### config.mk
export PLATFORM = sky130hd
export DESIGN_NAME = snd_latch
export DESIGN_NICKNAME = d
export VERILOG_FILES = /design/src/sound/snd_latch.sv
export SDC_FILE = /design/constraint.sdc
export NUM_CORES = 1
export LEC_CHECK = 0
export BUFFER_PORTS_ARGS = -buffer_cell sky130_fd_sc_hd__buf_2
export CAP_MARGIN = 20
export CORE_AREA = 5 5 42 44
export DETAILED_ROUTE_END_ITERATION = 16
export DIE_AREA = 0 0 47 49
export GPL_ROUTABILITY_DRIVEN = 0
export GPL_TIMING_DRIVEN = 1
export PLACE_DENSITY = 0.48
export SLEW_MARGIN = 20
export SYNTH_ARGS = -nofsm -noshare
export SYNTH_HDL_FRONTEND = slang
export SYNTH_SLANG_ARGS = --single-unit
export TNS_END_PERCENT = 20
### constraint.sdc
create_clock -name clk -period 1.02 [get_ports clk]
set_clock_uncertainty 0.05 [all_clocks]
set_input_delay 0.051 -clock clk [delete_from_list [all_inputs] [get_ports clk]]
set_output_delay 0.051 -clock clk [all_outputs]
set_load 0.005 [all_outputs]
### src/sound/snd_latch.sv
module snd_latch (
    input  logic       clk,
    input  logic       reset,
    input  logic [7:0] cpu_dout,
    input  logic       snd_data_we,
    input  logic       snd_on_we,
    input  logic       snd_ack,
    output logic [7:0] snd_cmd,
    output logic       snd_irq
);

    // Command byte for the sound CPU
    always_ff @(posedge clk) begin
        if (reset) begin
            snd_cmd <= 8'd0;
        end else if (snd_data_we) begin
            snd_cmd <= cpu_dout;
        end
    end

    // Pending flag, a new request wins over the acknowledge
    always_ff @(posedge clk) begin
        if (reset) begin
            snd_irq <= 1'b0;
        end else if (snd_on_we) begin
            snd_irq <= 1'b1;
        end else if (snd_ack) begin
            snd_irq <= 1'b0;
        end
    end

endmodule

# Word level (Yosys, flattened, before mapping)
# Index checks and enable logic that the tools add are counted.
[word_totals]
elab_cells = 5
output_inout_bits = 9
ff_bits = 9
inputBits = 13
[op_classes]
n_reduce_logical = 1
mux = 2
[ops]
columns = ["operator", "count"]
rows = [
  ["1-bit 2-to-1 mux", 2],
  ["2-bit nonzero test", 1],
]

# Depth between registers and ports, before layout
[logic_depth]
ltp_word = 2
mapped_depth = 3
mapped_depth_nobuf = 2

# Worst setup path before layout
# OpenSTA, ideal clock, no wires.
[synth_timing]
path_type = "reg-to-reg"
from = "register, netlist name snd_cmd[0]"
to = "register snd_cmd[0]"
required_ns = 0.854
setup_slack_ns = 0.404
n_path_buf = 0
synth_period_minus_slack_ns = 0.616
arrival_ns = 0.450
path_stages_with_launch = 3
path_cell_list = "dfxtp_1 mux2i_1 nor2_1"
[synth_rtl]
columns = ["item", "line_no", "source"]
rows = [
  ["end signal: assignment", "17", "snd_cmd <= cpu_dout;"],
  ["end: declaration", "8", "output logic [7:0] snd_cmd,"],
]

# Final worst setup path
[layout_timing]
from = "register snd_irq"
to = "output snd_irq"
[layout_rtl]
columns = ["item", "line_no", "source"]
rows = [
  ["start: declaration", "9", "output logic snd_irq"],
  ["start signal: assignment", "24", "snd_irq <= 1'b0;"],
  ["start signal: assignment", "26", "snd_irq <= 1'b1;"],
  ["start signal: assignment", "28", "snd_irq <= 1'b0;"],
]
# No word-level cell between the ends.

==> out/metrics.csv <==
stage,metric,value,unit
yosys,syn_nets,43,
worst_setup_path,end_kind,output port,
worst_setup_path,crit_arrival,0.72,ns
power,p_total,770,uW
route,viasPerCell,3.92,
placement,place_area,430,um^2
worst_setup_path,r2r_setup_slack,0.37,ns
timing,layout_setup_ws,0.202,ns
floorplanning,core,1400,um^2
global_routing,grt_max_degree,10,
min_path,hold_path.class,in -> reg,
status,status,finished clean,
global_routing,grt_pass1_vias,321,
global_routing,grt_first_pass_wirelength,1.39,mm
floorplanning,row_count,14,
finish,area_delta_synth_final,73.2,%
clock_network,clk_pin_slew,0.06,ns
yosys,ys_ff_latch,9,
clock_network,cts_resized,0,
floorplanning,num_io_pins,22,
yosys,synthesis.area,322,um^2
finish,diodes,0,
finish,fillCellCount,159,
clock_network,cts.htree.levels,1,
floorplanning,start_util,22.9,%
route,vias,310,
yosys,yosysWarnings,0,
min_path,whs_path_depth,2,
worst_setup_path,critPathMaxFanout,2,
yosys,syn_avg_cell_area,10.7,um^2
clock_network,clockBufferDepth,2,
route,avgRoutedWirePerCell,10.1,um
finish,fin_area,557,um^2
worst_setup_path,crit_family,flip-flops,
power,ir_drop,765,uV
route,drc_errors,0,
timing,relSlewSlack,83.8,%
timing,final_max_slew_viol_count,0,
route,drt_iter0_markers,2,
timing,max_slew.worst_pin.slew,0.242,ns
worst_setup_path,crit_type,reg -> out,
clock_network,numClockSinks,9,
worst_setup_path,required,0.92,ns
clock_network,postCtsSetupBuffers,0,
yosys,ys_types,8,
placement,io_buffers,21,
global_routing,grt_usage,8.84,%
timing,timing_hold_violations_final,0,
placement,place_ws,0.289,ns
route,drtAntennaViolNets,0,
power,leakagePower,0.000294,uW
finish,mostFrequentLayoutCell,buf_2,
finish,final_cell_mix,"buf_2 (21), dlygate4sd3_1 (10), dfxtp_1 (9), mux2i_1 (8), nor2_1 (8)",
route,totalWireLength,795,um
floorplanning,die_h,49,um
worst_setup_path,cp-start-kind,flip-flop,
global_routing,antenna_found_initial,0,
worst_setup_path,cp_num_buf_inv,1,
worst_setup_path,critical_path.max_stage_delay,0.34,ns
worst_setup_path,crit_chain,buf_2,
finish,finalNetCount,77,
clock_network,clkLatencyLatePin,0.26,ns
timing,setup_tns,0,ns
floorplanning,die-width,47,um
timing,rsz0062_at_grt,no,
timing,setup_viol,0,
job,max-cap-violations,0,
worst_setup_path,path_depth,1,
clock_network,clockRootBuffer,clkbuf_4,
worst_setup_path,reg2regPathDepth,2,
clock_network,cts_tree,done,
timing,period_share,80.1,%
floorplanning,die_area,2300,um^2
finish,drive_gt1_share,38.1,%
worst_setup_path,cpMaxStageDelayCell,dfxtp_1,
power,power_density,1380,nW/um^2
yosys,netlist_instances,30,
timing,fmax,1220,MHz
clock_network,cts_buffers,3,
route,first_pass_iters,2,
finish,final_core_util,39.7,%
timing,layout_min_cycle_time,0.818,ns
global_routing,overflow,0,
yosys,ys_seq_area_share,56.0,%
-- metal layers --
layer / share of wire (%) / GRT usage (%)
met1: 37 / 9.80
met2: 51 / 12.2
met3: 7.5 / 4.43
met4: 3.6 / 6.91
met5: 0 / 0
-- report_power, final --
part	internal, uW	total (uW)	switching [uW]
Combinational	74.2	117	43.2
Clock	150	270	120
Sequential	373	383	9.59
-- cells by family (layout without fill, tap and decap cells) --
| kind of cell | after synthesis | in the layout | share of synthesized area (%) |
|---|---|---|---|
| multiplexers | 8 | 8 | 24.9 |
| AO/OA/AOI/OAI | 1 | 1 | 1.55 |
| AND/OR/NAND/NOR | 9 | 9 | 11.3 |
| flip-flops | 9 | 9 | 56.0 |
| buffers and inverters | 3 | 36 | 6.22 |
-- worst reg2reg max path: cells and delay by family (launching register included) --
kind | cells | cell delay (ns)
muxes | 1 | 0.13
DFF | 1 | 0.31
and+or+nand+nor | 1 | 0.05
-- cell usage after synthesis, drive strengths merged --
| cell type | n | area (um^2) |
|---|---|---|
| dfxtp | 9 | 180 |
| mux2i | 8 | 80.1 |
| nor2 | 8 | 30.0 |
| buf | 2 | 16.3 |
| a21oi | 1 | 5.00 |
| inv | 1 | 3.75 |
| nand2b | 1 | 6.26 |
-- state kept, by name (all words and copies together) (netlist names) --
signal / count
snd_cmd: 8
snd_irq: 1
-- final timing paths --
| kind | start | to |
|---|---|---|
| min | reset | snd_irq |
| min reg2reg | snd_irq | snd_irq |
| max reg2reg | snd_cmd[6] | snd_cmd[6] |
| max | snd_irq | snd_irq |
-- timing repair --
| item | 4_1_cts | 5_1_grt |
|---|---|---|
| hold endpoints to repair | 9 | 0 |
| hold buffers | 10 | 0 |
| setup endpoints to repair | 0 | 0 |
-- through the flow --
stage / hold slack, ns / instances
2_1_floorplan: 0.130 / 30
3_3_place_gp: 0.239 / 65
3_5_place_dp: 0.247 / 65
4_1_cts: 0.0129 / 79
5_1_grt: 0.0317 / 79
6_report: 0.0158 / 79
-- final cells by class --
type	count	area (um^2)	share of cell area, %
Clock buffer	4	26.3	4.72
Tap cell	16	20.0	3.60
Sequential cell	9	180	32.4
Timing Repair Buffer	31	205	36.9
Multi-Input combinational cell	18	121	21.8
Inverter	1	3.75	0.674
No activity file was read; power rests on OpenSTA's default activity.
