--- src/common/game_pkg.sv ---
package game_pkg;

    // Regions seen by the main CPU decoder
    typedef enum logic [3:0] {
        REG_NONE,
        REG_VRAM,
        REG_VSCR,
        REG_OBJ,
        REG_SND_DATA,
        REG_SND_ON,
        REG_CFG,
        REG_IRQ_ACK,
        REG_IO0,
        REG_IO1,
        REG_DIPA,
        REG_DIPB
    } bus_region_e;

    // Main CPU memory map
    localparam logic [15:0] VRAM_BASE = 16'h3000;
    localparam int VRAM_WORDS = 1024;
    localparam logic [15:0] VSCR_BASE = 16'h3400;
    localparam int VSCR_WORDS = 32;
    localparam logic [15:0] OBJ_BASE = 16'h3800;
    localparam int OBJ_WORDS = 256;

    localparam int VRAM_AW = $clog2(VRAM_WORDS);
    localparam int VSCR_AW = $clog2(VSCR_WORDS);
    localparam int OBJ_AW = $clog2(OBJ_WORDS);

    localparam logic [15:0] SND_DATA_ADDR = 16'h3A00;
    localparam logic [15:0] SND_ON_ADDR = 16'h3A01;
    localparam logic [15:0] CFG_ADDR = 16'h3A02;
    localparam logic [15:0] IRQ_ACK_ADDR = 16'h3A03;

    // Cabinet reads, all bits active low as wired on the cabinet
    // IO0 = {joystick1[5:0], coin[0], start[0]}
    // IO1 = {joystick2[5:0], coin[1], start[1]}
    localparam logic [15:0] IO0_ADDR = 16'h3B00;
    localparam logic [15:0] IO1_ADDR = 16'h3B01;
    localparam logic [15:0] DIPA_ADDR = 16'h3B02;
    localparam logic [15:0] DIPB_ADDR = 16'h3B03;

    // Horizontal timing in pixels
    localparam int H_TOTAL = 384;
    localparam int H_ACTIVE = 256;
    localparam int HS_START = 288;
    localparam int HS_LEN = 32;

    // Vertical timing in lines
    localparam int V_TOTAL = 264;
    localparam int V_ACTIVE = 224;
    localparam int VS_START = 240;
    localparam int VS_LEN = 8;

    // Scroll graphics byte range inside the download stream
    localparam logic [21:0] SCR_START = 22'h04_0000;
    localparam logic [21:0] PCM_START = 22'h0C_0000;

endpackage
--- src/main/main_bus.sv ---
module main_bus (
    input  logic        clk,
    input  logic        reset,
    input  logic [15:0] cpu_addr,
    input  logic [ 7:0] cpu_dout,
    input  logic        cpu_wr,
    input  logic        cpu_rd,
    output logic [ 7:0] cpu_din,
    output logic        vram_we,
    output logic        vscr_we,
    output logic        obj_we,
    input  logic [ 7:0] vram_dout,
    input  logic [ 7:0] vscr_dout,
    input  logic [ 7:0] obj_dout,
    output logic        snd_data_we,
    output logic        snd_on_we,
    input  logic [ 5:0] joystick1,
    input  logic [ 5:0] joystick2,
    input  logic [ 1:0] coin,
    input  logic [ 1:0] start,
    input  logic [ 7:0] dipsw_a,
    input  logic [ 7:0] dipsw_b,
    input  logic        LVBL,
    output logic [ 3:0] pal_sel,
    output logic        flip,
    output logic        obj_frame,
    output logic        irq_n
);
    import game_pkg::*;

    bus_region_e region;
    bus_region_e rd_region;
    logic        rd_pending;
    logic [7:0]  rd_mux;
    logic [7:0]  din_hold;
    logic        lvbl_l;
    logic        vb_edge;
    logic        irq_ack;

    // Address decoder
    always_comb begin
        region = REG_NONE;
        if (cpu_addr >= VRAM_BASE && cpu_addr < VRAM_BASE + 16'(VRAM_WORDS)) begin
            region = REG_VRAM;
        end else if (cpu_addr >= VSCR_BASE && cpu_addr < VSCR_BASE + 16'(VSCR_WORDS)) begin
            region = REG_VSCR;
        end else if (cpu_addr >= OBJ_BASE && cpu_addr < OBJ_BASE + 16'(OBJ_WORDS)) begin
            region = REG_OBJ;
        end else begin
            case (cpu_addr)
                SND_DATA_ADDR: region = REG_SND_DATA;
                SND_ON_ADDR:   region = REG_SND_ON;
                CFG_ADDR:      region = REG_CFG;
                IRQ_ACK_ADDR:  region = REG_IRQ_ACK;
                IO0_ADDR:      region = REG_IO0;
                IO1_ADDR:      region = REG_IO1;
                DIPA_ADDR:     region = REG_DIPA;
                DIPB_ADDR:     region = REG_DIPB;
                default:       region = REG_NONE;
            endcase
        end
    end

    // Write strobes per target
    assign vram_we     = cpu_wr && (region == REG_VRAM);
    assign vscr_we     = cpu_wr && (region == REG_VSCR);
    assign obj_we      = cpu_wr && (region == REG_OBJ);
    assign snd_data_we = cpu_wr && (region == REG_SND_DATA);
    assign snd_on_we   = cpu_wr && (region == REG_SND_ON);
    assign irq_ack     = cpu_wr && (region == REG_IRQ_ACK);

    // Palette bank, screen flip and object frame
    always_ff @(posedge clk) begin
        if (reset) begin
            pal_sel   <= 4'd0;
            flip      <= 1'b0;
            obj_frame <= 1'b0;
        end else if (cpu_wr && region == REG_CFG) begin
            pal_sel   <= cpu_dout[3:0];
            flip      <= cpu_dout[4];
            obj_frame <= cpu_dout[5];
        end
    end

    // Vertical blank interrupt, a new edge beats the acknowledge
    assign vb_edge = lvbl_l && !LVBL;

    always_ff @(posedge clk) begin
        if (reset) begin
            lvbl_l <= 1'b1;
            irq_n  <= 1'b1;
        end else begin
            lvbl_l <= LVBL;
            if (vb_edge) begin
                irq_n <= 1'b0;
            end else if (irq_ack) begin
                irq_n <= 1'b1;
            end
        end
    end

    // RAM data shows up one cycle after the address
    always_ff @(posedge clk) begin
        if (reset) begin
            rd_pending <= 1'b0;
            rd_region  <= REG_NONE;
        end else begin
            rd_pending <= cpu_rd;
            if (cpu_rd) begin
                rd_region <= region;
            end
        end
    end

    always_comb begin
        case (rd_region)
            REG_VRAM: rd_mux = vram_dout;
            REG_VSCR: rd_mux = vscr_dout;
            REG_OBJ:  rd_mux = obj_dout;
            REG_IO0:  rd_mux = {joystick1, coin[0], start[0]};
            REG_IO1:  rd_mux = {joystick2, coin[1], start[1]};
            REG_DIPA: rd_mux = dipsw_a;
            REG_DIPB: rd_mux = dipsw_b;
            default:  rd_mux = 8'hFF;
        endcase
    end

    // Read value stays put until the next read
    always_ff @(posedge clk) begin
        if (rd_pending) begin
            din_hold <= rd_mux;
        end
    end

    assign cpu_din = rd_pending ? rd_mux : din_hold;

endmodule

--- config.mk ---
export PLATFORM = sky130hd
export DESIGN_NAME = main_bus
export DESIGN_NICKNAME = d
export VERILOG_FILES = /design/src/common/game_pkg.sv /design/src/main/main_bus.sv
export SDC_FILE = /design/constraint.sdc
export NUM_CORES = 1
export LEC_CHECK = 0
export BUFFER_PORTS_ARGS = -buffer_cell sky130_fd_sc_hd__buf_2
export CORE_MARGIN = 3
export CORE_UTILIZATION = 44
export CTS_CLUSTER_DIAMETER = 100
export DETAILED_ROUTE_END_ITERATION = 12
export PLACE_DENSITY = 0.88
export REMOVE_ABC_BUFFERS = 1
export SYNTH_ARGS = -nofsm -noshare
export SYNTH_HDL_FRONTEND = slang
export SYNTH_SLANG_ARGS = --single-unit
export TNS_END_PERCENT = 30
--- constraint.sdc ---
create_clock -name clk -period 2.6 [get_ports clk]
set_input_delay 0.26 -clock clk [delete_from_list [all_inputs] [get_ports clk]]
set_output_delay 0.26 -clock clk [all_outputs]
set_load 0.1 [all_outputs]
**Word-level counts from Yosys, hierarchy flattened**

Index checks and enable logic that the tools add are counted.

- Equality and inequality tests: 22
- Mux-type cells: 8
- Reduce and logical (&&, ||, !) cells: 13
- $lt $le $gt $ge: 6

Operators with widths:

| cell | number |
|---|---|
| 16-bit by 14-bit equality test with 1-bit output, second input constant | 8 |
| 8-bit one-hot mux with 7 select lines | 1 |
| 16-bit by 14-bit >= comparator with 1-bit output, second input constant | 3 |
| 16-bit by 14-bit less-than comparator with 1-bit output, second input constant | 3 |
| 4-bit one-hot mux with 8 select lines | 1 |
| 4-bit by 2-bit equality test with 1-bit output, second input constant | 4 |
| 4-bit by 3-bit equality test with 1-bit output, second input constant | 4 |
| 4-bit equality test, second input constant | 4 |
| 4-bit 2-to-1 mux | 3 |
| 1-bit logical AND | 11 |
| 4-bit by 1-bit equality test with 1-bit output, second input constant | 2 |
| 8-bit 2-to-1 mux | 1 |
| 1-bit 2-to-1 mux | 2 |
| 2-bit nonzero test | 1 |
| 1-bit logical NOT | 1 |

- Word-level logic and storage cells: 57
- Bits of input ports: 85
- Register bits: 21

**Longest topological paths before layout**

- Word-level depth: 9
- Gate-level depth with buffers: 6
- Gate-level depth less buffers: 5

**Least setup slack after synthesis**

No wires, ideal clock.

- Path kind: input-to-output
- Start: in cpu_addr[9]
- End: out snd_on_we
- Stages on the path: 5
- Data arrival time: 3.842 ns
- Buffers on the path: 0
- Required time: 2.340 ns
- Slack: -1.502 ns
- Path through: or2_2 -> a21o_1 -> a21oi_1 -> nand2b_1 -> nor4_1

- Longest elaborated chain between the ends: 7

RTL lines:

| item | line | source |
|---|---|---|
| start, declared | main_bus.sv:4 | `input logic [15:0] cpu_addr,` |
| 16-bit by 14-bit >= comparator with 1-bit output, or another cell as far along | main_bus.sv:47 | `end else if (cpu_addr >= OBJ_BASE && cpu_addr < OBJ_BASE + 16'(OBJ_WORDS)) begin` |
| 1-bit logical AND or 4-bit one-hot mux with 8 select lines (tied branches) | main_bus.sv:47, main_bus.sv:50 |  |
| 4-bit 2-to-1 mux | main_bus.sv:47 |  |
| 4-bit 2-to-1 mux | main_bus.sv:45 | `end else if (cpu_addr >= VSCR_BASE && cpu_addr < VSCR_BASE + 16'(VSCR_WORDS)) begin` |
| 4-bit 2-to-1 mux * | main_bus.sv:43 | `if (cpu_addr >= VRAM_BASE && cpu_addr < VRAM_BASE + 16'(VRAM_WORDS)) begin` |
| 4-bit by 3-bit equality test with 1-bit output * | main_bus.sv:69 | `assign snd_on_we = cpu_wr && (region == REG_SND_ON);` |
| 1-bit logical AND * | main_bus.sv:69 |  |
| end, declared | main_bus.sv:16 | `output logic snd_on_we,` |

Every way passes the cells marked *; elsewhere a longest branch is shown, timed or not.

**Final worst setup path**

- Start: reg rd_region[1]
- End: out cpu_din[4]

- Longest elaborated chain between the ends: 3

RTL lines:

| item | line | source |
|---|---|---|
| start, declared | main_bus.sv:32 | `bus_region_e rd_region;` |
| start signal, assigned | main_bus.sv:110 | `rd_region <= region;` |
| 4-bit equality test, or another cell as far along | main_bus.sv:116 | `case (rd_region)` |
| 8-bit one-hot mux with 7 select lines * | main_bus.sv:116 |  |
| 8-bit 2-to-1 mux * | -- |  |
| end, declared | main_bus.sv:8 | `output logic [ 7:0] cpu_din,` |

Marked as above.

==> impl_metrics.csv <==
group,metric,value,unit
outcome,outcome,"finished, final reports clean",
layout,diodes,0,
sta,drv_slew,0,
die,die-area,4160,sq um
setup_path,worstPathCellList,"buf_4, mux2_2, a22o_1, o32a_1, buf_2",
sta,hold_viol_final,0,
cts,cts_buffer_depth,2,
setup_path,cp_slowest_stage_delay,0.45,ns
cts,post_cts_buffers,0,
sta,setup_viol,0,
layout,nets,361,
synth,synthCells,175,
sta,worstMarginPinSlew,0.558,ns
synth,yosys_warnings,0,
sta,fin_skew,0.00732,ns
setup_path,start_kind,"flip-flop",
drt,drt_wl_total,4.41,mm
die,rows,20,
sta,min_period,2.44,ns
die,core_area,3150,sq um
placement,pre_cts_slack,0.373,ns
global_route,gr-total-overflow,0,
layout,regArea,423,sq um
synth,async_flop_share,0,%
sta,rsz0062_at_grt,"false",
cts,htree_num_levels,1,
global_route,grt_usage,21.1,%
power_and_ir_drop,p_leak,0.972,nW
drt,detail-route-antenna-nets,0,
drt,via_per_inst,5.40,
power_and_ir_drop,power.share.clock,20.1,%
synth,seq_area_frac_synth,27.9,%
global_route,grt_max_degree,22,
global_route,grt_pass1_vias,1688,
worst_hold_path,min-delay-path-class,"in -> reg",
cts,cts_resized,0,
layout,final.fill_count,261,
power_and_ir_drop,internal_power,507,uW
die,die_h,64.5,um
synth,synth_edf_count,0,
cts,clk_latency,0.31,ns
power_and_ir_drop,p_sw_share,35.5,%
power_and_ir_drop,power.density,366,nW/um^2
drt,via_count,1724,
power_and_ir_drop,p_comb_share,36.1,%
setup_path,cp_slowest_cell,"dfxtp_2",
synth,netlist_area,1510,sq um
placement,dp.final_hpwl,3.63,mm
synth,synth_area_leaders,"dfxtp_1 28%, mux2i_1 10%, nand2b_1 7.1%",
cts,hold_buffers,0,
cts,clock-sinks,21,
die,start_util,47.8,%
setup_path,r2r_slack,0.89,ns
synth,yosysMostFrequentCell,"nor2_1",
drt,drtIter0Drc,86,
layout,area_growth,42.5,%
sta,clock.fmax,0.409,GHz
cts,cts_tree,"yes",
synth,synth_top_area_share,27.9,%
synth,synth-seq-cells,21,
cts,path_clk_slew,0.12,ns
die,io_pins,105,
drt,avgRoutedWirePerCell,13.8,um
synth,synth_top_cell_by_area,"dfxtp_1",
setup_path,crit_path_max_fanout,10,
die,die_x,64.5,um
cts,numCtsBuffers,3,
global_route,grt_pass1_wl,7.15,mm
layout,layout-drive-gt1-share,48.4,%
drt,drcViolationCount,0,
layout,multi_input_area,1020,sq um
setup_path,cp_top_family,"compound AO/OA/AOI/OAI gates",
power_and_ir_drop,peakVddDrop,0.342,mV
placement,place.port_buffers,102,
setup_path,path_buf_inv,2,
sta,fin_ws,0.156,ns
global_route,antenna_found_initial,0,
setup_path,worstSetupEndpointType,"output pin",
flow_run,max_cap_violations,0,
setup_path,arrival,2.18,ns
drt,first_pass_iters,4,
sta,finalCritPeriodShare,94.0,%
sta,worst_hold_slack,0.144,ns
synth,yosysUniqueCellTypes,42,
sta,relSlewSlack,62.5,%
placement,gp_congestion,0.801,
synth,synth_ff_type,"dfxtp_1",
power_and_ir_drop,p_seq_share,43.8,%
setup_path,crit_type,"reg -> out",
synth,synth_area_per_cell,8.61,sq um
synth,yosys-top-cells-count,"23 x nor2_1, 21 x dfxtp_1, 17 x nand2b_1",
setup_path,required,2.34,ns
power_and_ir_drop,power_switching,279,uW
cts,cts_root_buf,"clkbuf_4",
==> metrics by stage <==
step | setup TNS (ns) | cells | utilization [%] | area [sq um] | power (mW)
after detailed placement | 0 | 315 | 67.1 | 2110 | 0.635
after global placement | 0 | 315 | 67.1 | 2110 | 0.630
after floorplan | -4.79 | 164 | - | 1450 | 0.515
after CTS | 0 | 319 | 67.9 | 2140 | 0.796
final | 0 | 319 | 68.1 | 2150 | 0.786
after global routing | 0 | 319 | 68.1 | 2150 | 0.827
==> kinds of logic after synthesis <==
| logic type | after synthesis | synth area share [%] |
|---|---|---|
| flops | 21 | 27.9 |
| mux | 23 | 15.9 |
| buf+inv | 15 | 4.65 |
| compound gates | 42 | 21.3 |
| simple gates | 74 | 30.1 |
==> final timing paths <==
path	from	endpoint	depth (start not counted)
worst min-delay path	LVBL	lvbl_l	2
worst max register to register	rd_region[2]	din_hold[0]	5
worst max-delay path	rd_region[1]	cpu_din[4]	5
worst min register to register	din_hold[1]	din_hold[1]	2
==> per-layer routing <==
metal | vias to the layer above | global-route usage, % | share of wire [%]
met2 | 84 | 38.9 | 51
met1 | 780 | 21.9 | 37
met5 | - | 0 | 0
met4 | 0 | 7.65 | 0.82
li1 | 856 | - | -
met3 | 4 | 7.45 | 11
==> power groups by stage <==
stage / Combinational (mW) / Sequential (mW) / Clock, mW
global placement: 0.279 / 0.351 / 0
detailed placement: 0.283 / 0.351 / 0
floorplan: 0.146 / 0.370 / 0
finish: 0.284 / 0.344 / 0.158
CTS: 0.284 / 0.344 / 0.168
global route: 0.302 / 0.346 / 0.179
==> state kept, by name (all words and copies together) (netlist names) <==
| signal | count |
|---|---|
| lvbl_l | 1 |
| obj_frame | 1 |
| rd_region | 4 |
| irq_n | 1 |
| din_hold | 8 |
| pal_sel | 4 |
| flip | 1 |
| rd_pending | 1 |
==> cells in the final DEF (no fill, tap or decap), types with 4 or more instances in the layout <==
master | Yosys | final
nand3_1 | 8 | 8
mux2i_1 | 15 | 15
a21oi_1 | 11 | 11
nor2_1 | 23 | 23
nand2b_1 | 17 | 17
mux2_2 | 8 | 8
o32a_1 | 4 | 4
nand2_1 | 4 | 4
buf_2 | 5 | 98
dfxtp_1 | 21 | 19
inv_1 | 4 | 4
buf_12 | 0 | 4
buf_4 | 0 | 5
==> area by class of cell <==
class	instances	share of cell area (%)
inverters	4	0.699
clock inverters	1	0.233
well taps	44	2.56
repair buffers	107	28.3
clock buffers	3	1.05
flip-flops and latches	21	19.7
multi-input cells	139	47.4
No activity file was read; power rests on OpenSTA's default activity.
