**src/common/game_pkg.sv**
```systemverilog
package game_pkg;

    // Regions seen by the main CPU decoder
    typedef enum logic [3:0] {
        REG_NONE,
        REG_VRAM,
        REG_VSCR,
        REG_OBJ,
        REG_SND_DATA,
        REG_SND_ON,
        REG_CFG,
        REG_IRQ_ACK,
        REG_IO0,
        REG_IO1,
        REG_DIPA,
        REG_DIPB
    } bus_region_e;

    // Main CPU memory map
    localparam logic [15:0] VRAM_BASE = 16'h3000;
    localparam int VRAM_WORDS = 1024;
    localparam logic [15:0] VSCR_BASE = 16'h3400;
    localparam int VSCR_WORDS = 32;
    localparam logic [15:0] OBJ_BASE = 16'h3800;
    localparam int OBJ_WORDS = 256;

    localparam int VRAM_AW = $clog2(VRAM_WORDS);
    localparam int VSCR_AW = $clog2(VSCR_WORDS);
    localparam int OBJ_AW = $clog2(OBJ_WORDS);

    localparam logic [15:0] SND_DATA_ADDR = 16'h3A00;
    localparam logic [15:0] SND_ON_ADDR = 16'h3A01;
    localparam logic [15:0] CFG_ADDR = 16'h3A02;
    localparam logic [15:0] IRQ_ACK_ADDR = 16'h3A03;

    // Cabinet reads, all bits active low as wired on the cabinet
    // IO0 = {joystick1[5:0], coin[0], start[0]}
    // IO1 = {joystick2[5:0], coin[1], start[1]}
    localparam logic [15:0] IO0_ADDR = 16'h3B00;
    localparam logic [15:0] IO1_ADDR = 16'h3B01;
    localparam logic [15:0] DIPA_ADDR = 16'h3B02;
    localparam logic [15:0] DIPB_ADDR = 16'h3B03;

    // Horizontal timing in pixels
    localparam int H_TOTAL = 384;
    localparam int H_ACTIVE = 256;
    localparam int HS_START = 288;
    localparam int HS_LEN = 32;

    // Vertical timing in lines
    localparam int V_TOTAL = 264;
    localparam int V_ACTIVE = 224;
    localparam int VS_START = 240;
    localparam int VS_LEN = 8;

    // Scroll graphics byte range inside the download stream
    localparam logic [21:0] SCR_START = 22'h04_0000;
    localparam logic [21:0] PCM_START = 22'h0C_0000;

endpackage
```
**src/hw/rom_download.sv**
```systemverilog
module rom_download (
    input  logic        clk,
    input  logic        reset,
    input  logic [21:0] prog_addr,
    input  logic [ 7:0] prog_data,
    input  logic        prog_we,
    input  logic        header,
    output logic [ 7:0] post_data,
    output logic        decode
);
    import game_pkg::*;

    logic in_scr;
    logic hdr_flag_we;

    // Scroll tiles are stored with swapped nibbles in the ROM set
    assign in_scr = (prog_addr >= SCR_START) && (prog_addr < PCM_START);

    always_comb begin
        post_data = prog_data;
        if (in_scr) begin
            post_data = {prog_data[3:0], prog_data[7:4]};
        end
    end

    // Only the first byte of each header word carries the flag
    assign hdr_flag_we = header && prog_we && (prog_addr[1:0] == 2'd0);

    always_ff @(posedge clk) begin
        if (reset) begin
            decode <= 1'b0;
        end else if (hdr_flag_we) begin
            decode <= prog_data[0];
        end
    end

endmodule

```
**config.mk**
```make
export PLATFORM = sky130hd
export DESIGN_NAME = rom_download
export DESIGN_NICKNAME = d
export VERILOG_FILES = /design/src/common/game_pkg.sv /design/src/hw/rom_download.sv
export SDC_FILE = /design/constraint.sdc
export NUM_CORES = 1
export LEC_CHECK = 0
export ABC_CLOCK_PERIOD_IN_PS = 1100
export BUFFER_PORTS_ARGS = -buffer_cell sky130_fd_sc_hd__clkbuf_2
export CAP_MARGIN = 5
export CORE_AREA = 2 2 39 41
export CTS_CLUSTER_SIZE = 10
export DETAILED_ROUTE_END_ITERATION = 6
export DIE_AREA = 0 0 41 43
export GPL_TIMING_DRIVEN = 0
export PLACE_DENSITY = 0.6
export RECOVER_POWER = 50
export SETUP_SLACK_MARGIN = 0.4
export SLEW_MARGIN = 20
export SYNTH_ARGS = -nofsm -noshare
export SYNTH_HDL_FRONTEND = slang
export SYNTH_SLANG_ARGS = --single-unit
export TNS_END_PERCENT = 30
```
**constraint.sdc**
```tcl
create_clock -name clk -period 1.1 [get_ports clk]
set_input_delay 0.055 -clock clk [delete_from_list [all_inputs] [get_ports clk]]
set_output_delay 0.055 -clock clk [all_outputs]
set_load 0.02 [all_outputs]
```
* After elaboration in Yosys (flattened, before gate mapping)
Index checks and enable logic that the tools add are counted.
** Word-level totals
- Output and inout port bits :: 9
- Bits in registers :: 1
- Input port bits :: 34
** Cells by class
- Reductions and logical operators :: 4
- Order comparisons :: 2
- Multiplexer cells :: 1
** Operator list (count)
- 22-bit by 19-bit greater-or-equal comparator with 1-bit output (second input constant) :: 1
- 22-bit by 20-bit < comparator with 1-bit output (second input constant) :: 1
- 8-bit two-way mux :: 1
- 1-bit logical AND :: 3
- 2-bit logical NOT :: 1

* Longest topological paths before layout
Gate-level depths: netlist of run 1.
- Word-level depth :: 3
- Depth in mapped cells :: 4

* Least setup slack after synthesis of run 1
OpenSTA, ideal clock, no wires.
- Path type :: input -> output
- Start point :: input port prog_addr[18]
- End point :: output port post_data[0]
- Stages :: 4
- Data arrival time :: 0.948 ns
- Path buffers :: 1
- Path slack :: 0.097 ns
- Path through :: xnor2_1 or3_1 buf_6 mux2_4
** Between the ends
- Cells in the longest elaborated chain, start to end :: 3
- Elaborated cells on any way between the ends :: 4
- Those cells by class :: order compare: 2; mux: 1; reduce/logical: 1
** Ends and longest elaborated chain
- start, declared :: line rom_download.sv:4 : input logic [21:0] prog_addr,
- 22-bit by 19-bit greater-or-equal comparator with 1-bit output or 22-bit by 20-bit < comparator with 1-bit output (tied branches) :: line rom_download.sv:17 : assign in_scr = (prog_addr >= SCR_START) && (prog_addr < PCM_START);
- 1-bit logical AND (*) :: line rom_download.sv:17
- 8-bit two-way mux (*) :: line rom_download.sv:21 : if (in_scr) begin
- end, declared :: line rom_download.sv:8 : output logic [ 7:0] post_data,
Every way passes the cells marked *; elsewhere a longest branch is shown, timed or not.

* Final worst setup path of run 1
- Start point :: input port prog_addr[19]
- End point :: output port post_data[5]
The elaborated chain is that of the path after synthesis.

==> impl_metrics.env, run 1 <==
export IMPL_reg2reg_depth=2
export IMPL_synthToLayoutAreaGrowth_pct=113
export IMPL_reg_largest_list="decode x1"
export IMPL_rsz0062_at_grt="true"
export IMPL_multi_input_area_sq_um=174
export IMPL_timing_fmax_mhz=815
export IMPL_fin_nets=77
export IMPL_drt_iter0_drc=0
export IMPL_synth_cell_types=8
export IMPL_hold_viol_final=0
export IMPL_firstDrtPassIters=1
export IMPL_pin_count=43
export IMPL_grt_max_degree=9
export IMPL_postSynthCellCount=15
export IMPL_grt_overflow=0
export IMPL_ys_seq_area_share_pct=10.5
export IMPL_crit_slowest_cell="or3_1"
export IMPL_gp_congestion=0.466
export IMPL_grt_pass1_vias=214
export IMPL_grt_pass1_wl_microns=662
export IMPL_core_rowCount=14
export IMPL_antenna_found_initial=0
export IMPL_reg2reg_to="decode"
export IMPL_synth_top_area_cell="mux2_4"
export IMPL_endpoint="post_data[5]"
export IMPL_cap_violations=0
export IMPL_violations="negative setup slack"
export IMPL_avgViaCountPerCell=3.88
export IMPL_post_drt_wl_per_cell_microns=9.37
export IMPL_die_x_microns=41
export IMPL_critPathKind="input port to output port"
export IMPL_seqCellArea_sq_um=20.0
export IMPL_synth_nets=49
export IMPL_r2r_start="decode"
export IMPL_endpoint_kind="output port"
export IMPL_setup_viol=8
export IMPL_cpPeakStageDelay_ns=0.32
export IMPL_required_ns=1.04
export IMPL_drc_errors=0
export IMPL_diodes=0
export IMPL_synth_area_per_cell_sq_um=12.7
export IMPL_startpoint="prog_addr[19]"
export IMPL_total_power_uw=217
export IMPL_startpoint_type="input port"
export IMPL_worstSkewPairLatency_ns=0
export IMPL_crit_chain="buf_6 -> xnor2_1 -> or3_1 -> buf_6 -> mux2_4 -> clkbuf_2"
export IMPL_regMostFlops="decode"
export IMPL_power_density_mw_per_mm2=536
export IMPL_post_place_ws_ns=-0.138
export IMPL_track_usage_pct=4.90
export IMPL_drive_gt1_share_pct=85.4
export IMPL_worst_pin_slew_ns=0.244
export IMPL_hold_class="input port to register"
export IMPL_hold_slack_ns=0.215
export IMPL_largest_register_ffs=1
export IMPL_die_h_microns=43
export IMPL_layout_setup_ws_ns=-0.127
export IMPL_finalCritPeriodShare_pct=112
export IMPL_port_buffers=26
export IMPL_start_util_pct=13.7
export IMPL_fin_crit_ns=1.23
export IMPL_report_final_slew_viol_count=0
export IMPL_leakage_nw=0.228
export IMPL_coreArea_sq_mm=0.00138
export IMPL_vias=221
export IMPL_die_area_sq_mm=0.00176
export IMPL_antenna_left=0
export IMPL_cp_data_arrival_time_ns=1.17
export IMPL_cp_common_cell="buf_6"
export IMPL_synth_warnings=0
export IMPL_status="finished, violations left"
export IMPL_max_slew_margin_pct=83.8
export IMPL_wl_microns=534
export IMPL_syn_area_sq_um=190
export IMPL_ir_drop_uv=140
export IMPL_fin_worst_skew_ns=0
export IMPL_path_clk_slew_ns=0
export IMPL_synth_top_cell_area_share_pct=63.2
export IMPL_critPathMaxFanout=8
export IMPL_synth_seq_cells=1
export IMPL_synth_area_leaders="mux2_4 (63%), dfxtp_1 (11%), buf_6 (5.9%)"
export IMPL_reg2reg_slack_ns=0.54
export IMPL_post_cts_buffers=0
export IMPL_n_fill_cell=159
[final cells by class]
cell class,count,area share (%)
plain buffers,1,2.79
multi-input cells,13,43.0
flip-flops and latches,1,4.95
well taps,16,4.95
repair buffers,26,44.3
[cell usage after synthesis (all sizes together)]
library cell  n
mux2          8
buf           1
dfxtp         1
mux2i         1
nor2          1
nor4bb        1
or3           1
xnor2         1
[placed cells by master, fill, tap and decap left out, drive strengths merged]
cell / n
mux2: 8
mux2i: 1
nor2: 1
buf: 9
nor4bb: 1
dfxtp: 1
or3: 1
xnor2: 1
clkbuf: 18
[how the worst min path moves through the flow]
stage          endpoint  startpoint  cells after the start
2_1_floorplan    decode       reset                      1
3_3_place_gp     decode       reset                      2
3_5_place_dp     decode       reset                      2
4_1_cts          decode       reset                      2
5_1_grt          decode       reset                      2
6_report         decode       reset                      2
[per-layer routing]
metal,share of wire [%],vias up,GRT usage [%]
met4,0,0,0
met5,0,-,0
li1,-,108,-
met2,69,11,11.6
met1,24,102,3.80
met3,7.3,0,0
[timing repair]
item / 4_1_cts / 5_1_grt
pin swaps: 2 / 2
hold endpoints to repair: 0 / 0
endpoints found under the setup margin: 9 / 9
hold buffers: 0 / 0
resized for setup: 1 / 19
[worst max-delay path, delay by kind of cell]
family                 cells  cell delay (ns)
XOR/XNOR                   1             0.10
buffers and inverters      3             0.40
multiplexers               1             0.29
AND/OR/NAND/NOR            1             0.32
[per-stage QoR]
stage	setup TNS, ns	instance area, sq um	utilization (%)	std cells
after global routing	-1.29	404	29.2	57
after CTS	-1.07	347	25.0	57
after global placement	-0.977	340	24.6	57
final	-0.929	404	29.2	57
after floorplan	0	190	-	15
after detailed placement	-1.07	340	24.6	57
[power by group]
part	switching (mW)	internal, mW	total (mW)
Combinational	0.0718	0.107	0.178
Clock	0	0	0
Sequential	0.000330	0.0378	0.0381
[logic make-up after synthesis]
kind of cell | after synthesis | share of synthesized area (%)
xor+xnor | 1 | 4.61
buf+inv | 1 | 5.92
flops | 1 | 10.5
mux | 9 | 68.4
simple gates | 3 | 10.5
(Power assumes the default switching activity.)
==> run 2, diff against run 1 <==
--- a/config.mk
+++ b/config.mk
@@ -8,12 +8,14 @@
 export ABC_CLOCK_PERIOD_IN_PS = 1100
 export BUFFER_PORTS_ARGS = -buffer_cell sky130_fd_sc_hd__clkbuf_2
 export CAP_MARGIN = 5
-export CORE_AREA = 2 2 39 41
+export CELL_PAD_IN_SITES_DETAIL_PLACEMENT = 0
+export CELL_PAD_IN_SITES_GLOBAL_PLACEMENT = 1
+export CORE_MARGIN = 2
+export CORE_UTILIZATION = 12
 export CTS_CLUSTER_SIZE = 10
 export DETAILED_ROUTE_END_ITERATION = 6
-export DIE_AREA = 0 0 41 43
 export GPL_TIMING_DRIVEN = 0
-export PLACE_DENSITY = 0.6
+export PLACE_DENSITY = 0.81
 export RECOVER_POWER = 50
 export SETUP_SLACK_MARGIN = 0.4
 export SLEW_MARGIN = 20
==> run 2 against run 1 <==
Against the previous run:
- critical path type unchanged
- worst hold slack better by 0.0043 ns
- clock skew unchanged
- critical endpoint is now post_data[2]
- setup slack worse by 0.014 ns
- global-route usage down 0.93 points
- first-iteration DRC count unchanged
- highest routed layer unchanged
- the flow still finishes with violations (negative setup slack)
- sequential share of layout area up 0.062 points
- largest power group unchanged
- wire length down 17%
- design area down 1.2%
- combinational power down 3%
- fmax down 1.1%
==> impl_metrics.env, run 2 (same netlist as run 1, synthesis figures left out) <==
export IMPL_status="finished, violations left"
export IMPL_violations="negative setup slack"
export IMPL_post_place_ws_ns=-0.136
export IMPL_avgViaCountPerCell=3.77
export IMPL_critPathMaxFanout=8
export IMPL_endpoint_kind="output port"
export IMPL_multi_input_area_sq_um=181
export IMPL_coreArea_sq_mm=0.00149
export IMPL_grt_pass1_wl_microns=641
export IMPL_drt_iter0_drc=0
export IMPL_core_rowCount=14
export IMPL_rsz0062_at_grt="true"
export IMPL_holdPathEnd="decode"
export IMPL_firstDrtPassIters=1
export IMPL_drive_gt1_share_pct=87.8
export IMPL_die_area_sq_mm=0.00192
export IMPL_fin_tns_setup_ns=-1.07
export IMPL_worst_pin_slew_ns=0.249
export IMPL_grt_pass1_vias=179
export IMPL_cp_data_arrival_time_ns=1.19
export IMPL_track_usage_pct=3.97
export IMPL_fin_worst_skew_ns=0
export IMPL_hold_start="reset"
export IMPL_start_util_pct=12.8
export IMPL_setup_viol=8
export IMPL_post_drt_wl_per_cell_microns=7.75
export IMPL_cts_hold_fix_buffers=0
export IMPL_cap_violations=0
export IMPL_total_power_uw=211
export IMPL_path_clk_slew_ns=0
export IMPL_startpoint_type="input port"
export IMPL_grt_overflow=0
export IMPL_fin_nets=77
export IMPL_required_ns=1.04
export IMPL_critPathKind="input port to output port"
export IMPL_placed_cells=57
export IMPL_grt_max_degree=9
export IMPL_reg2reg_to="decode"
export IMPL_synthToLayoutAreaGrowth_pct=110
export IMPL_layout_common_cells="clkbuf_2 (19), mux2_4 (8), buf_6 (7)"
export IMPL_die_x_microns=43.8
export IMPL_gp_congestion=0.552
export IMPL_timing_fmax_mhz=805
export IMPL_pin_count=43
export IMPL_power_density_mw_per_mm2=528
export IMPL_largest_register_ffs=1
export IMPL_antenna_left=0
export IMPL_fin_crit_ns=1.24
export IMPL_report_final_slew_viol_count=0
export IMPL_hold_class="input port to register"
export IMPL_n_fill_cell=158
export IMPL_layout_setup_ws_ns=-0.142
export IMPL_hpwl_microns=434
export IMPL_reg2reg_depth=2
export IMPL_hold_slack_ns=0.220
export IMPL_r2r_start="decode"
export IMPL_leakage_nw=0.230
export IMPL_max_slew_margin_pct=83.5
export IMPL_port_buffers=26
export IMPL_final_common_cell="clkbuf_2"
export IMPL_reg2reg_slack_ns=0.52
export IMPL_finalCritPeriodShare_pct=113
export IMPL_drc_errors=0
export IMPL_final_cells=57
export IMPL_seqCellArea_sq_um=20.0
export IMPL_regMostFlops="decode"
export IMPL_holdPathStages=2
export IMPL_reg_largest_list="decode x1"
export IMPL_antenna_found_initial=0
export IMPL_ir_drop_uv=167
export IMPL_die_h_microns=43.8
export IMPL_wl_microns=442
export IMPL_worstSkewPairLatency_ns=0
export IMPL_post_cts_buffers=0
export IMPL_vias=215
export IMPL_diodes=0
export IMPL_hold_viol_final=0
run 2: how the worst max path moves through the flow:
stage                         to           from  slack [ns]
floorplan           post_data[0]  prog_addr[18]         0.1
global placement    post_data[0]  prog_addr[18]       -0.13
detailed placement  post_data[3]  prog_addr[18]       -0.14
CTS                 post_data[3]  prog_addr[18]       -0.14
global route        post_data[0]  prog_addr[19]       -0.17
finish              post_data[2]  prog_addr[19]       -0.14
run 2: cell type report:
class,instances,share of cell area (%)
multi-input combinational,13,45.5
timing repair buffer,26,41.7
sequential,1,5.02
tap,16,5.02
buffer,1,2.82
run 2: where the power goes:
group | internal, mW | leakage, nW | switching (mW)
logic | 0.102 | 0.222 | 0.0706
registers | 0.0378 | 0.00809 | 0.000309
clock network | 0 | 0 | 0
total | 0.140 | 0.230 | 0.0709
run 2: metal layers:
| layer | up-vias | global-route usage, % | share of wire [%] |
|---|---|---|---|
| met5 | - | 0 | 0 |
| met4 | 0 | 0 | 0 |
| met3 | 0 | 0.417 | 5.2 |
| met2 | 5 | 9.71 | 71 |
| met1 | 102 | 3.21 | 23 |
| li1 | 108 | - | - |
run 2: per-stage QoR:
stage	util [%]	instance area [sq um]
after floorplan	-	190
after global placement	22.9	340
after detailed placement	22.9	340
after CTS	23.3	347
after global routing	26.8	399
final	26.8	399
run 2: critical path, cell delays in order:
cell      delay, ns
buf_6          0.09
xnor2_2        0.11
or3_1          0.32
buf_6          0.16
mux2_4         0.30
clkbuf_2       0.15
run 2: timing repair:
item,4_1_cts,5_1_grt
gates resized for setup,1,15
endpoints found under the setup margin,9,9
pin swaps,2,2
