<file path="config.mk">
export PLATFORM = sky130hd
export DESIGN_NAME = video_timing
export DESIGN_NICKNAME = d
export VERILOG_FILES = /design/src/common/game_pkg.sv /design/src/video/video_timing.sv
export SDC_FILE = /design/constraint.sdc
export NUM_CORES = 1
export LEC_CHECK = 0
export ABC_CLOCK_PERIOD_IN_PS = 2600
export BUFFER_PORTS_ARGS = -buffer_cell sky130_fd_sc_hd__buf_4
export CORE_MARGIN = 2
export CORE_UTILIZATION = 45
export CTS_CLUSTER_SIZE = 12
export DETAILED_ROUTE_END_ITERATION = 8
export MAX_ROUTING_LAYER = met4
export PLACE_DENSITY = 0.63
export SYNTH_ARGS = -nofsm -noshare
export SYNTH_HDL_FRONTEND = slang
export SYNTH_SLANG_ARGS = --single-unit
</file>
<file path="constraint.sdc">
create_clock -name clk -period 2.6 [get_ports clk]
set_input_delay 0.52 -clock clk [delete_from_list [all_inputs] [get_ports clk]]
set_output_delay 0.52 -clock clk [all_outputs]
set_load 0.02 [all_outputs]
</file>
<file path="src/common/game_pkg.sv">
package game_pkg;

    // Regions seen by the main CPU decoder
    typedef enum logic [3:0] {
        REG_NONE,
        REG_VRAM,
        REG_VSCR,
        REG_OBJ,
        REG_SND_DATA,
        REG_SND_ON,
        REG_CFG,
        REG_IRQ_ACK,
        REG_IO0,
        REG_IO1,
        REG_DIPA,
        REG_DIPB
    } bus_region_e;

    // Main CPU memory map
    localparam logic [15:0] VRAM_BASE = 16'h3000;
    localparam int VRAM_WORDS = 1024;
    localparam logic [15:0] VSCR_BASE = 16'h3400;
    localparam int VSCR_WORDS = 32;
    localparam logic [15:0] OBJ_BASE = 16'h3800;
    localparam int OBJ_WORDS = 256;

    localparam int VRAM_AW = $clog2(VRAM_WORDS);
    localparam int VSCR_AW = $clog2(VSCR_WORDS);
    localparam int OBJ_AW = $clog2(OBJ_WORDS);

    localparam logic [15:0] SND_DATA_ADDR = 16'h3A00;
    localparam logic [15:0] SND_ON_ADDR = 16'h3A01;
    localparam logic [15:0] CFG_ADDR = 16'h3A02;
    localparam logic [15:0] IRQ_ACK_ADDR = 16'h3A03;

    // Cabinet reads, all bits active low as wired on the cabinet
    // IO0 = {joystick1[5:0], coin[0], start[0]}
    // IO1 = {joystick2[5:0], coin[1], start[1]}
    localparam logic [15:0] IO0_ADDR = 16'h3B00;
    localparam logic [15:0] IO1_ADDR = 16'h3B01;
    localparam logic [15:0] DIPA_ADDR = 16'h3B02;
    localparam logic [15:0] DIPB_ADDR = 16'h3B03;

    // Horizontal timing in pixels
    localparam int H_TOTAL = 384;
    localparam int H_ACTIVE = 256;
    localparam int HS_START = 288;
    localparam int HS_LEN = 32;

    // Vertical timing in lines
    localparam int V_TOTAL = 264;
    localparam int V_ACTIVE = 224;
    localparam int VS_START = 240;
    localparam int VS_LEN = 8;

    // Scroll graphics byte range inside the download stream
    localparam logic [21:0] SCR_START = 22'h04_0000;
    localparam logic [21:0] PCM_START = 22'h0C_0000;

endpackage
</file>
<file path="src/video/video_timing.sv">
module video_timing (
    input  logic clk,
    input  logic reset,
    output logic HS,
    output logic VS,
    output logic LHBL,
    output logic LVBL,
    output logic V16
);
    import game_pkg::*;

    logic [8:0] hcnt;
    logic [8:0] vcnt;
    logic       h_wrap;
    logic       v_wrap;

    assign h_wrap = (hcnt == 9'(H_TOTAL - 1));
    assign v_wrap = (vcnt == 9'(V_TOTAL - 1));

    // Pixel and line counters
    always_ff @(posedge clk) begin
        if (reset) begin
            hcnt <= 9'd0;
            vcnt <= 9'd0;
        end else if (h_wrap) begin
            hcnt <= 9'd0;
            vcnt <= v_wrap ? 9'd0 : vcnt + 9'd1;
        end else begin
            hcnt <= hcnt + 9'd1;
        end
    end

    // Outputs trail the counters by one clock
    always_ff @(posedge clk) begin
        if (reset) begin
            HS   <= 1'b0;
            VS   <= 1'b0;
            LHBL <= 1'b1;
            LVBL <= 1'b1;
            V16  <= 1'b0;
        end else begin
            HS   <= (hcnt >= 9'(HS_START)) && (hcnt < 9'(HS_START + HS_LEN));
            VS   <= (vcnt >= 9'(VS_START)) && (vcnt < 9'(VS_START + VS_LEN));
            LHBL <= hcnt < 9'(H_ACTIVE);
            LVBL <= vcnt < 9'(V_ACTIVE);
            V16  <= vcnt[4];
        end
    end

endmodule

</file>
== After elaboration in Yosys (flattened, before gate mapping) ==
Cells that the tools add are included.

* Word-level logic and storage cells: 21
* Input bits: 2
* Bits in registers: 23

* Magnitude comparators: 6
* $add $sub $neg: 2
* Equal/unequal tests: 2
* Mux-type cells: 1
* Reductions and logical operators: 3

{| class="wikitable"
|+ Operator list
! cell !! number
|-
| $add 9x1->9 const B || 2
|-
| $eq 9x9->1 const B || 2
|-
| $lt 9x8->1 const B || 2
|-
| $lt 9x9->1 const B || 2
|-
| $ge 9x8->1 const B || 1
|-
| $ge 9x9->1 const B || 1
|-
| $mux 9 || 1
|-
| $logic_and 1x1->1 || 2
|-
| $reduce_or 2->1 || 1
|}

== Depth between registers and ports, before layout ==
Gate-level depths: netlist (run 1).

* Depth in word-level cells: 2
* Gate-level depth with buffers: 6

== Least setup slack after synthesis (run 1) ==
Ideal clock, no wire load.

* Path type: register to register
* From: register hcnt[0]
* To: register vcnt[0]
* Path buffers: 1
* Setup slack: 1.020 ns
* Required time: 2.529 ns
* Data arrival time: 1.509 ns
* Cell stages (with the launch flop): 6
* Library setup time: 0.071 ns
* Cell sequence: dfxtp_1 -> ha_1 -> nand4_2 -> buf_2 -> or4_1 -> a21oi_1

* Word-level cells in the longest chain between the ends: 1

{| class="wikitable"
|+ Ends and longest elaborated chain
! item !! RTL line !! text
|-
| start, declared || video_timing.sv:12 || <nowiki>logic [8:0] hcnt;</nowiki>
|-
| start signal, assigned || video_timing.sv:29 || <nowiki>hcnt <= hcnt + 9'd1;</nowiki>
|-
| $eq 9x9->1 || video_timing.sv:17 || <nowiki>assign h_wrap = (hcnt == 9'(H_TOTAL - 1));</nowiki>
|-
| end signal, assigned || video_timing.sv:27 || <nowiki>vcnt <= v_wrap ? 9'd0 : vcnt + 9'd1;</nowiki>
|-
| end, declared || video_timing.sv:13 || <nowiki>logic [8:0] vcnt;</nowiki>
|}

Every way passes these cells.
A chain may end at the register's enable or synchronous reset.

== Worst setup path in the final report (run 1) ==
* From: register hcnt[0]
* To: register vcnt[6]

Same word-level chain as after synthesis.

==> results of run 1 <==
-- logic make-up after synthesis --
family,after synthesis,synth area share
buffers and inverters,11,0.0545
AOI/OAI and AO/OA,8,0.0474
and+or+nand+nor,50,0.306
muxes,1,0.00948
adders and majority gates,4,0.0474
DFF,23,0.436
xor gates and xnor gates,12,0.0995
-- power by group through the flow --
stage	sequential (mW)	clock, mW	combinational, mW
6_report	0.360	0.166	0.0151
5_1_grt	0.361	0.186	0.0169
4_1_cts	0.360	0.172	0.0153
3_5_place_dp	0.368	0	0.0151
3_3_place_gp	0.368	0	0.0150
2_1_floorplan	0.367	0	0.0107
-- flip-flops by register name (all words and copies together), names as in the netlist --
signal	count
LHBL	1
VS	1
LVBL	1
HS	1
hcnt	9
V16	1
vcnt	9
-- stage by stage --
stage	worst slack, ns	hold slack (ns)
floorplan	1.02	0.442
global placement	0.764	0.466
detailed placement	0.709	0.463
CTS	0.693	0.477
global route	0.551	0.475
finish	0.673	0.485
-- worst reg2reg max path, cell delays in order (launching register included) --
cell and delay (ns):
dfxtp_1 0.39, ha_1 0.25, nand4_2 0.32, nor2_4 0.31, or4b_1 0.46, a21oi_1 0.15
-- cells in the final DEF (no fill, tap or decap) --
cell type and n:
dfxtp_1 23, nor2_1 10, nor3_1 9, xnor2_1 9, inv_1 7, nand3_1 6
nand2_1 6, buf_4 6, ha_1 4, xor2_1 3, a21oi_1 3, clkbuf_4 3
nand4_1 2, nor4_1 2, o21ai_0 2, nor2b_1 2, nor4b_1 2, nand4_2 1
nand4b_4 1, nor2_4 1, nor3b_1 1, or4_4 1, nor4_4 1, a21o_2 1
o41ai_1 1, or4b_1 1, or4_1 1, and4_1 1, mux2i_1 1, nor4_2 1
nand2b_1 1, a21o_1 1, clkbuf_1 1
-- routing by layer --
layer | share of wire | track usage | wire length, um | up-vias
met5 | 0 | - | 0 | -
met4 | 0.032 | 0.111 | 57 | 0
met3 | 0.035 | 0.0429 | 63 | 5
met2 | 0.43 | 0.229 | 766 | 17
met1 | 0.51 | 0.211 | 909 | 337
li1 | - | - | - | 390
-- layout make-up --
type	instances	area (um^2)
fill	214	1080
timing repair buffer	6	45.0
sequential	23	460
inverter	7	26.3
multi-input combinational	75	538
tap	28	35.0
clock buffer	4	26.3
-- how the worst max path moves through the flow --
stage             from      end  slack, ns
6_report       hcnt[0]  vcnt[6]       0.67
5_1_grt        hcnt[0]  vcnt[6]       0.55
4_1_cts        hcnt[0]  vcnt[6]       0.69
3_5_place_dp   hcnt[0]  vcnt[6]       0.71
3_3_place_gp   hcnt[0]  vcnt[6]       0.76
2_1_floorplan  hcnt[0]  vcnt[0]       1.02
==> results.txt, run 1 <==
CTS max path bufs = 2
CTS root buf = clkbuf_4
# resized after CTS = 0
CTS tree = yes
Gate Count Post-Synth = 109
Pre-Repair DR Iteration Count = 4
CP top delay family = simple AND/OR/NAND/NOR gates
Vias in the first global route = 742
Period utilization = 0.741
First-pass GRT wire length = 3.20 mm
Design Power = 0.542 mW
YS warnings = 0
Post-synth top area cell = dfxtp_1
Seq pwr share = 0.665
Chip Width = 52.4 um
Setup bufs post-CTS = 0
Via count of the routed design = 749
DPL Wire Length = 1.25 mm
PortBufs = 6
Gpl congestion = 0.784
Die footprint = 2750 um^2
R2R Path End = vcnt[6]
Final count of negative-setup-slack endpoints = 0
ANT nets after route = 0
TritonCTS Sinks = 23
Max Cap Viol = 0
Starting density of the core = 0.477
Internal Pwr Total = 0.423 mW
Clock power share = 0.307
Total congestion overflow = 0
Post-synth net total = 115
Most frequent cells after synthesis = dfxtp_1, nor2_1, nor3_1, xnor2_1, inv_1
Peak VDD IR = 0.355 mV
Post-Syn Area per Cell = 9.69 um^2
Worst Path Arrival = 2.19 ns
Primary FF master, synth = dfxtp_1
Most numerous cell in the Yosys netlist = dfxtp_1
Setup TNS = 0 ns
H-Tree Level Count = 1
GR Util All Layers = 0.166
CP Depth = 5
Max-slew headroom = 0.756
I/O pin cnt = 7
Worst r2r path cells = 5
Reg2Reg Setup Slack = 0.67 ns
Worst Hold Class = primary input to register
DR WL/cell = 12.6 um
Fin. Hold Viols = 0
FMAX = 519 MHz
CP Capture Type = register
Outcome = finished clean
LEAKAGE = 0.409 nW
Final slew viol count = 0
Ant diodes = 0
Switching Power = 0.119 mW
Core area = 2210 um^2
Clock period minus worst slack = 1.93 ns
Cell Area, Synth = 1060 um^2
Drt initial violations = 8
Synth-to-Final Area Change = 7.11%
Non-filler cells, final = 143
Worst-Skew Late Latency = 0.32 ns
Crit Path Class = register to register
Hold-critical path depth = 2
Final Routed Wirelength = 1.80 mm
Critical Path Start Type = register
Gate power share = 0.028
Slew @ Worst Pin = 0.362 ns
DP Area = 1100 um^2
Hold Buf Count CTS = 0
Hold_sp = reset
Design area = 1130 um^2
Slowest CP cell = or4b_1
Via density = 5.24
Top cell type's share of synthesized area = 0.436
RSZ-0062 raised after global routing = no
Die Ht = 52.4 um
Hold Crit Endpoint = vcnt[2]
Synth Register Bits = 23
Max FO, Critical Path = 11
Fin util = 0.511
Sequential-to-total area share from yosys stat = 0.436
Pwr dens = 479 nW/um^2
Post-synth ARST share = 0
Crit path cell chain = ha_1, nand4_2, nor2_4, or4b_1, a21oi_1
WP buf/inv = 0
Initial antenna violation count = 0
# DRC = 0
Area contributors post-synth = dfxtp_1, xnor2_1, ha_1
Cells after DPL = 139
Switching share of power = 0.220
Synth cell types = 33
Fraction of layout instances using a drive strength above 1 = 0.139
Clock-pin slew on the worst setup and hold paths = 0.12 ns
Post-synth EDFFs = 0
Row count = 17
Slowest stage delay, CP = 0.46 ns
Largest net degree at the start of global routing = 17
Critical Path RT = 2.86 ns
Final net count = 122
Skew final = 0.00619 ns
FF-to-FF Start = hcnt[0]
CTS Buf Count = 3
No activity file was read; power rests on OpenSTA's default activity.
==> run 2, diff against run 1 <==
- ABC_CLOCK_PERIOD_IN_PS: 2600 -> 1910
- clock period: 2.6 -> 1.91 ns (I/O delays scaled with it)
==> run 2 against run 1 <==
Net effect: sequential share of layout area fell by 1.1 points; combinational power rose by 37%; count of clock-buffer cells in the layout fell by 1; utilization rose by 1.4 points; via count rose by 0.40%; routed wire length fell by 5.5%; first-iteration DRC count did not move; highest routed layer unchanged; largest cell class unchanged; worst setup slack got worse by 0.45 ns.
==> results.txt, run 2 (same netlist as run 1, synthesis figures left out) <==
Outcome = finished clean
Design area = 1160 um^2
H-Tree Level Count = 1
Hold_sp = reset
CTS Buf Count = 3
Commonest cells after routing, fill and taps aside = dfxtp_1, nor2_1, nor3_1, xnor2_1, buf_4
Worst Path Arrival = 1.93 ns
Drt initial violations = 8
Top flop regs = hcnt: 9 flops, vcnt: 9 flops
Core area = 2210 um^2
DR WL/cell = 11.7 um
Synth-to-Final Area Change = 10.1%
FMAX = 593 MHz
Vias in the first global route = 764
Via density = 5.19
Worst-Skew Late Latency = 0.31 ns
Internal Pwr Total = 0.572 mW
Slew @ Worst Pin = 0.336 ns
Seq pwr share = 0.676
Max FO, Critical Path = 11
Worst r2r path cells = 5
Hold Buf Count CTS = 0
ANT nets after route = 0
Hold Crit Endpoint = vcnt[0]
TritonCTS Sinks = 23
Starting density of the core = 0.477
Max-slew headroom = 0.774
Final Routed Wirelength = 1.70 mm
Peak VDD IR = 0.400 mV
Gate power share = 0.029
Max Cap Viol = 0
Most common cell after layout, fill and taps aside = dfxtp_1
CTS tree = yes
DP Area = 1120 um^2
Final slew viol count = 0
CP Capture Type = register
Critical Path Start Type = register
Clock power share = 0.296
FF-to-FF Start = hcnt[0]
# DRC = 0
PnR worst setup slack = 0.224 ns
Reg2Reg Setup Slack = 0.22 ns
Clock-pin slew on the worst setup and hold paths = 0.12 ns
Largest net degree at the start of global routing = 17
DPL Wire Length = 1.20 mm
Row count = 17
Chip Width = 52.4 um
CTS root buf = clkbuf_4
Crit Path Class = register to register
Final net count = 124
Ant diodes = 0
CTS max path bufs = 2
Pwr dens = 624 nW/um^2
RSZ-0062 raised after global routing = no
Period utilization = 0.883
Hold-critical path depth = 2
Switching share of power = 0.212
First-pass GRT wire length = 3.26 mm
Die footprint = 2750 um^2
I/O pin cnt = 7
Fin. Hold Viols = 0
Fin util = 0.525
Via count of the routed design = 752
Die Ht = 52.4 um
Critical Path RT = 2.16 ns
Setup TNS = 0 ns
Total congestion overflow = 0
Switching Power = 0.154 mW
Fraction of layout instances using a drive strength above 1 = 0.171
Initial antenna violation count = 0
Gpl congestion = 0.800
Clock period minus worst slack = 1.69 ns
Place WS = 0.159 ns
R2R Path End = vcnt[6]
Pre-Repair DR Iteration Count = 4
Final count of negative-setup-slack endpoints = 0
Skew final = 0.00306 ns
PortBufs = 6
Worst Hold Class = primary input to register
GR Util All Layers = 0.165
LEAKAGE = 0.429 nW
run 2: critical path, stage by stage (launching register included):
cell	delay [ns]
dfxtp_1	0.39
ha_1	0.28
nand4_4	0.23
nor2_4	0.16
or4b_1	0.43
a21oi_1	0.14
run 2: routing by layer:
metal,wire [um],GRT usage,up-vias
met5,0,-,-
met3,73,0.0657,2
met2,746,0.254,13
met4,14,0.0556,0
li1,-,-,390
met1,863,0.198,347
run 2: how the worst max path moves through the flow:
stage	startpoint	to
after global routing	hcnt[0]	vcnt[6]
final	hcnt[0]	vcnt[6]
after CTS	hcnt[0]	vcnt[6]
after global placement	hcnt[0]	vcnt[6]
after floorplan	hcnt[0]	vcnt[0]
after detailed placement	hcnt[0]	vcnt[6]
run 2: area by class of cell:
type | instances | area (um^2)
fillers | 215 | 1050
multi-input cells | 75 | 553
flip-flops and latches | 23 | 460
repair buffers | 8 | 60.1
well taps | 28 | 35.0
inverters | 7 | 26.3
clock buffers | 3 | 22.5
clock inverters | 1 | 5.00
run 2: stage by stage:
| stage | hold slack [ns] | std cells | power, mW |
|---|---|---|---|
| 2_1_floorplan | 0.442 | 109 | 0.515 |
| 3_3_place_gp | 0.459 | 141 | 0.521 |
| 3_5_place_dp | 0.463 | 141 | 0.521 |
| 4_1_cts | 0.344 | 145 | 0.737 |
| 5_1_grt | 0.351 | 145 | 0.765 |
| 6_report | 0.354 | 145 | 0.726 |
run 2: what timing repair did:
item	CTS	global route
resized for setup	0	2
endpoints found under the setup margin	0	2
setup buffers	0	0
hold endpoints to repair	0	0
run 2: power groups by stage:
stage / Sequential [mW] / Combinational, mW / Clock [mW]
after detailed placement: 0.501 / 0.0205 / 0
final: 0.490 / 0.0207 / 0.214
after global placement: 0.501 / 0.0202 / 0
after global routing: 0.492 / 0.0238 / 0.249
after CTS: 0.490 / 0.0206 / 0.226
after floorplan: 0.500 / 0.0146 / 0
==> run 3, diff against run 2 <==
- PLACE_DENSITY: 0.63 -> 0.71
==> run 3 against run 2 <==
Net effect: first-iteration DRC count up 13%; global-route usage is 1.6 points lower; hold slack lost 0.015 ns; flip-flop and latch count unchanged; total power rose by 2.0%; cell area decreased by 0.54%; utilization is 0.28 points lower; routed wire length fell by 0.24%; combinational power down 2%.
==> results.txt, run 3 (same netlist as run 1, synthesis figures left out) <==
Outcome = finished clean
Slowest CP cell = or4b_1
Final Routed Wirelength = 1.69 mm
Row count = 17
Total congestion overflow = 0
Period utilization = 0.882
Final slew viol count = 0
CTS max path bufs = 2
Pre-Repair DR Iteration Count = 4
Via density = 5.35
RSZ-0062 raised after global routing = no
Clock period minus worst slack = 1.69 ns
Die Ht = 52.4 um
ANT nets after route = 0
R2R Path End = vcnt[6]
Fin util = 0.523
Worst Hold Class = primary input to register
Slew @ Worst Pin = 0.341 ns
Max Cap Viol = 0
Place WS = 0.155 ns
CTS root buf = clkbuf_4
PortBufs = 6
Peak VDD IR = 0.313 mV
CP top delay family = simple AND/OR/NAND/NOR gates
Hold Crit Endpoint = hcnt[2]
# resized after CTS = 0
Vias in the first global route = 691
# DRC = 0
Fin. Hold Viols = 0
Top flop regs = hcnt: 9 flops, vcnt: 9 flops
LEAKAGE = 0.429 nW
Worst-Skew Late Latency = 0.32 ns
FMAX = 593 MHz
CTS tree = yes
Slowest stage delay, CP = 0.43 ns
DR WL/cell = 11.7 um
I/O pin cnt = 7
FF-to-FF Start = hcnt[0]
Fraction of layout instances using a drive strength above 1 = 0.162
GR Util All Layers = 0.150
Final net count = 124
Max FO, Critical Path = 11
TritonCTS Sinks = 23
Critical Path RT = 2.17 ns
Chip Width = 52.4 um
WP buf/inv = 0
Clock-pin slew on the worst setup and hold paths = 0.13 ns
Core area = 2210 um^2
Multi-input logic area = 547 um^2
Worst r2r path cells = 5
Pwr dens = 640 nW/um^2
Hold-critical path depth = 2
CP Capture Type = register
Max-slew headroom = 0.771
Critical Path Start Type = register
Ant diodes = 0
H-Tree Level Count = 1
DPL Wire Length = 1.27 mm
Die footprint = 2750 um^2
Most common cell after layout, fill and taps aside = dfxtp_1
Via count of the routed design = 776
Worst Path Arrival = 1.94 ns
Gpl congestion = 0.813
Setup TNS = 0 ns
Hold_sp = reset
Largest net degree at the start of global routing = 17
Crit path cell chain = ha_1, nand4_4, nor2_4, or4b_1, a21oi_1
Crit Path Class = register to register
Initial antenna violation count = 0
Synth-to-Final Area Change = 9.48%
Drt initial violations = 9
FF+latch area = 460 um^2
Number of fillers in the final layout = 200
Reg2Reg Setup Slack = 0.22 ns
CTS Buf Count = 3
First-pass GRT wire length = 2.95 mm
Setup bufs post-CTS = 0
Final count of negative-setup-slack endpoints = 0
Hold Buf Count CTS = 0
Starting density of the core = 0.477
Commonest cells after routing, fill and taps aside = dfxtp_1, nor2_1, nor3_1, xnor2_1, buf_4
Skew final = 0.000811 ns
PnR worst setup slack = 0.225 ns
-- run 3: worst max-delay path by stage --
stage,start,endpoint,slack (ns),cells past startpoint
floorplan,hcnt[0],vcnt[0],0.33,5
global placement,hcnt[0],vcnt[6],0.22,5
detailed placement,hcnt[0],vcnt[6],0.16,5
CTS,hcnt[0],vcnt[6],0.13,5
global route,hcnt[0],vcnt[6],0.1,5
finish,hcnt[0],vcnt[6],0.22,5
-- run 3: per-layer routing --
metal  GRT usage  up-vias  part of all wire
met4      0.0769        0             0.019
met1       0.193      360              0.46
li1            -      394                 -
met3      0.0257        4             0.037
met5           -        -                 0
met2       0.225       18              0.48
-- run 3: through the flow --
step / hold slack, ns / instances / cell area, um^2 / power, mW
after global routing: 0.346 / 145 / 1160 / 0.769
after detailed placement: 0.481 / 141 / 1120 / 0.522
after global placement: 0.462 / 141 / 1120 / 0.520
after CTS: 0.339 / 145 / 1150 / 0.745
after floorplan: 0.442 / 109 / 1060 / 0.515
final: 0.339 / 145 / 1160 / 0.740
-- run 3: final cells by class --
class,count,area share
multi-input combinational,75,0.473
inverter,7,0.0227
clock buffer,3,0.0195
timing repair buffer,8,0.0519
tap,28,0.0303
clock inverter,1,0.00433
sequential,23,0.398
-- run 3: power by group --
group          leakage, nW  internal (mW)  switching (mW)
logic                0.225        0.00873          0.0114
clock network       0.0177         0.0785           0.151
registers            0.186          0.485         0.00578
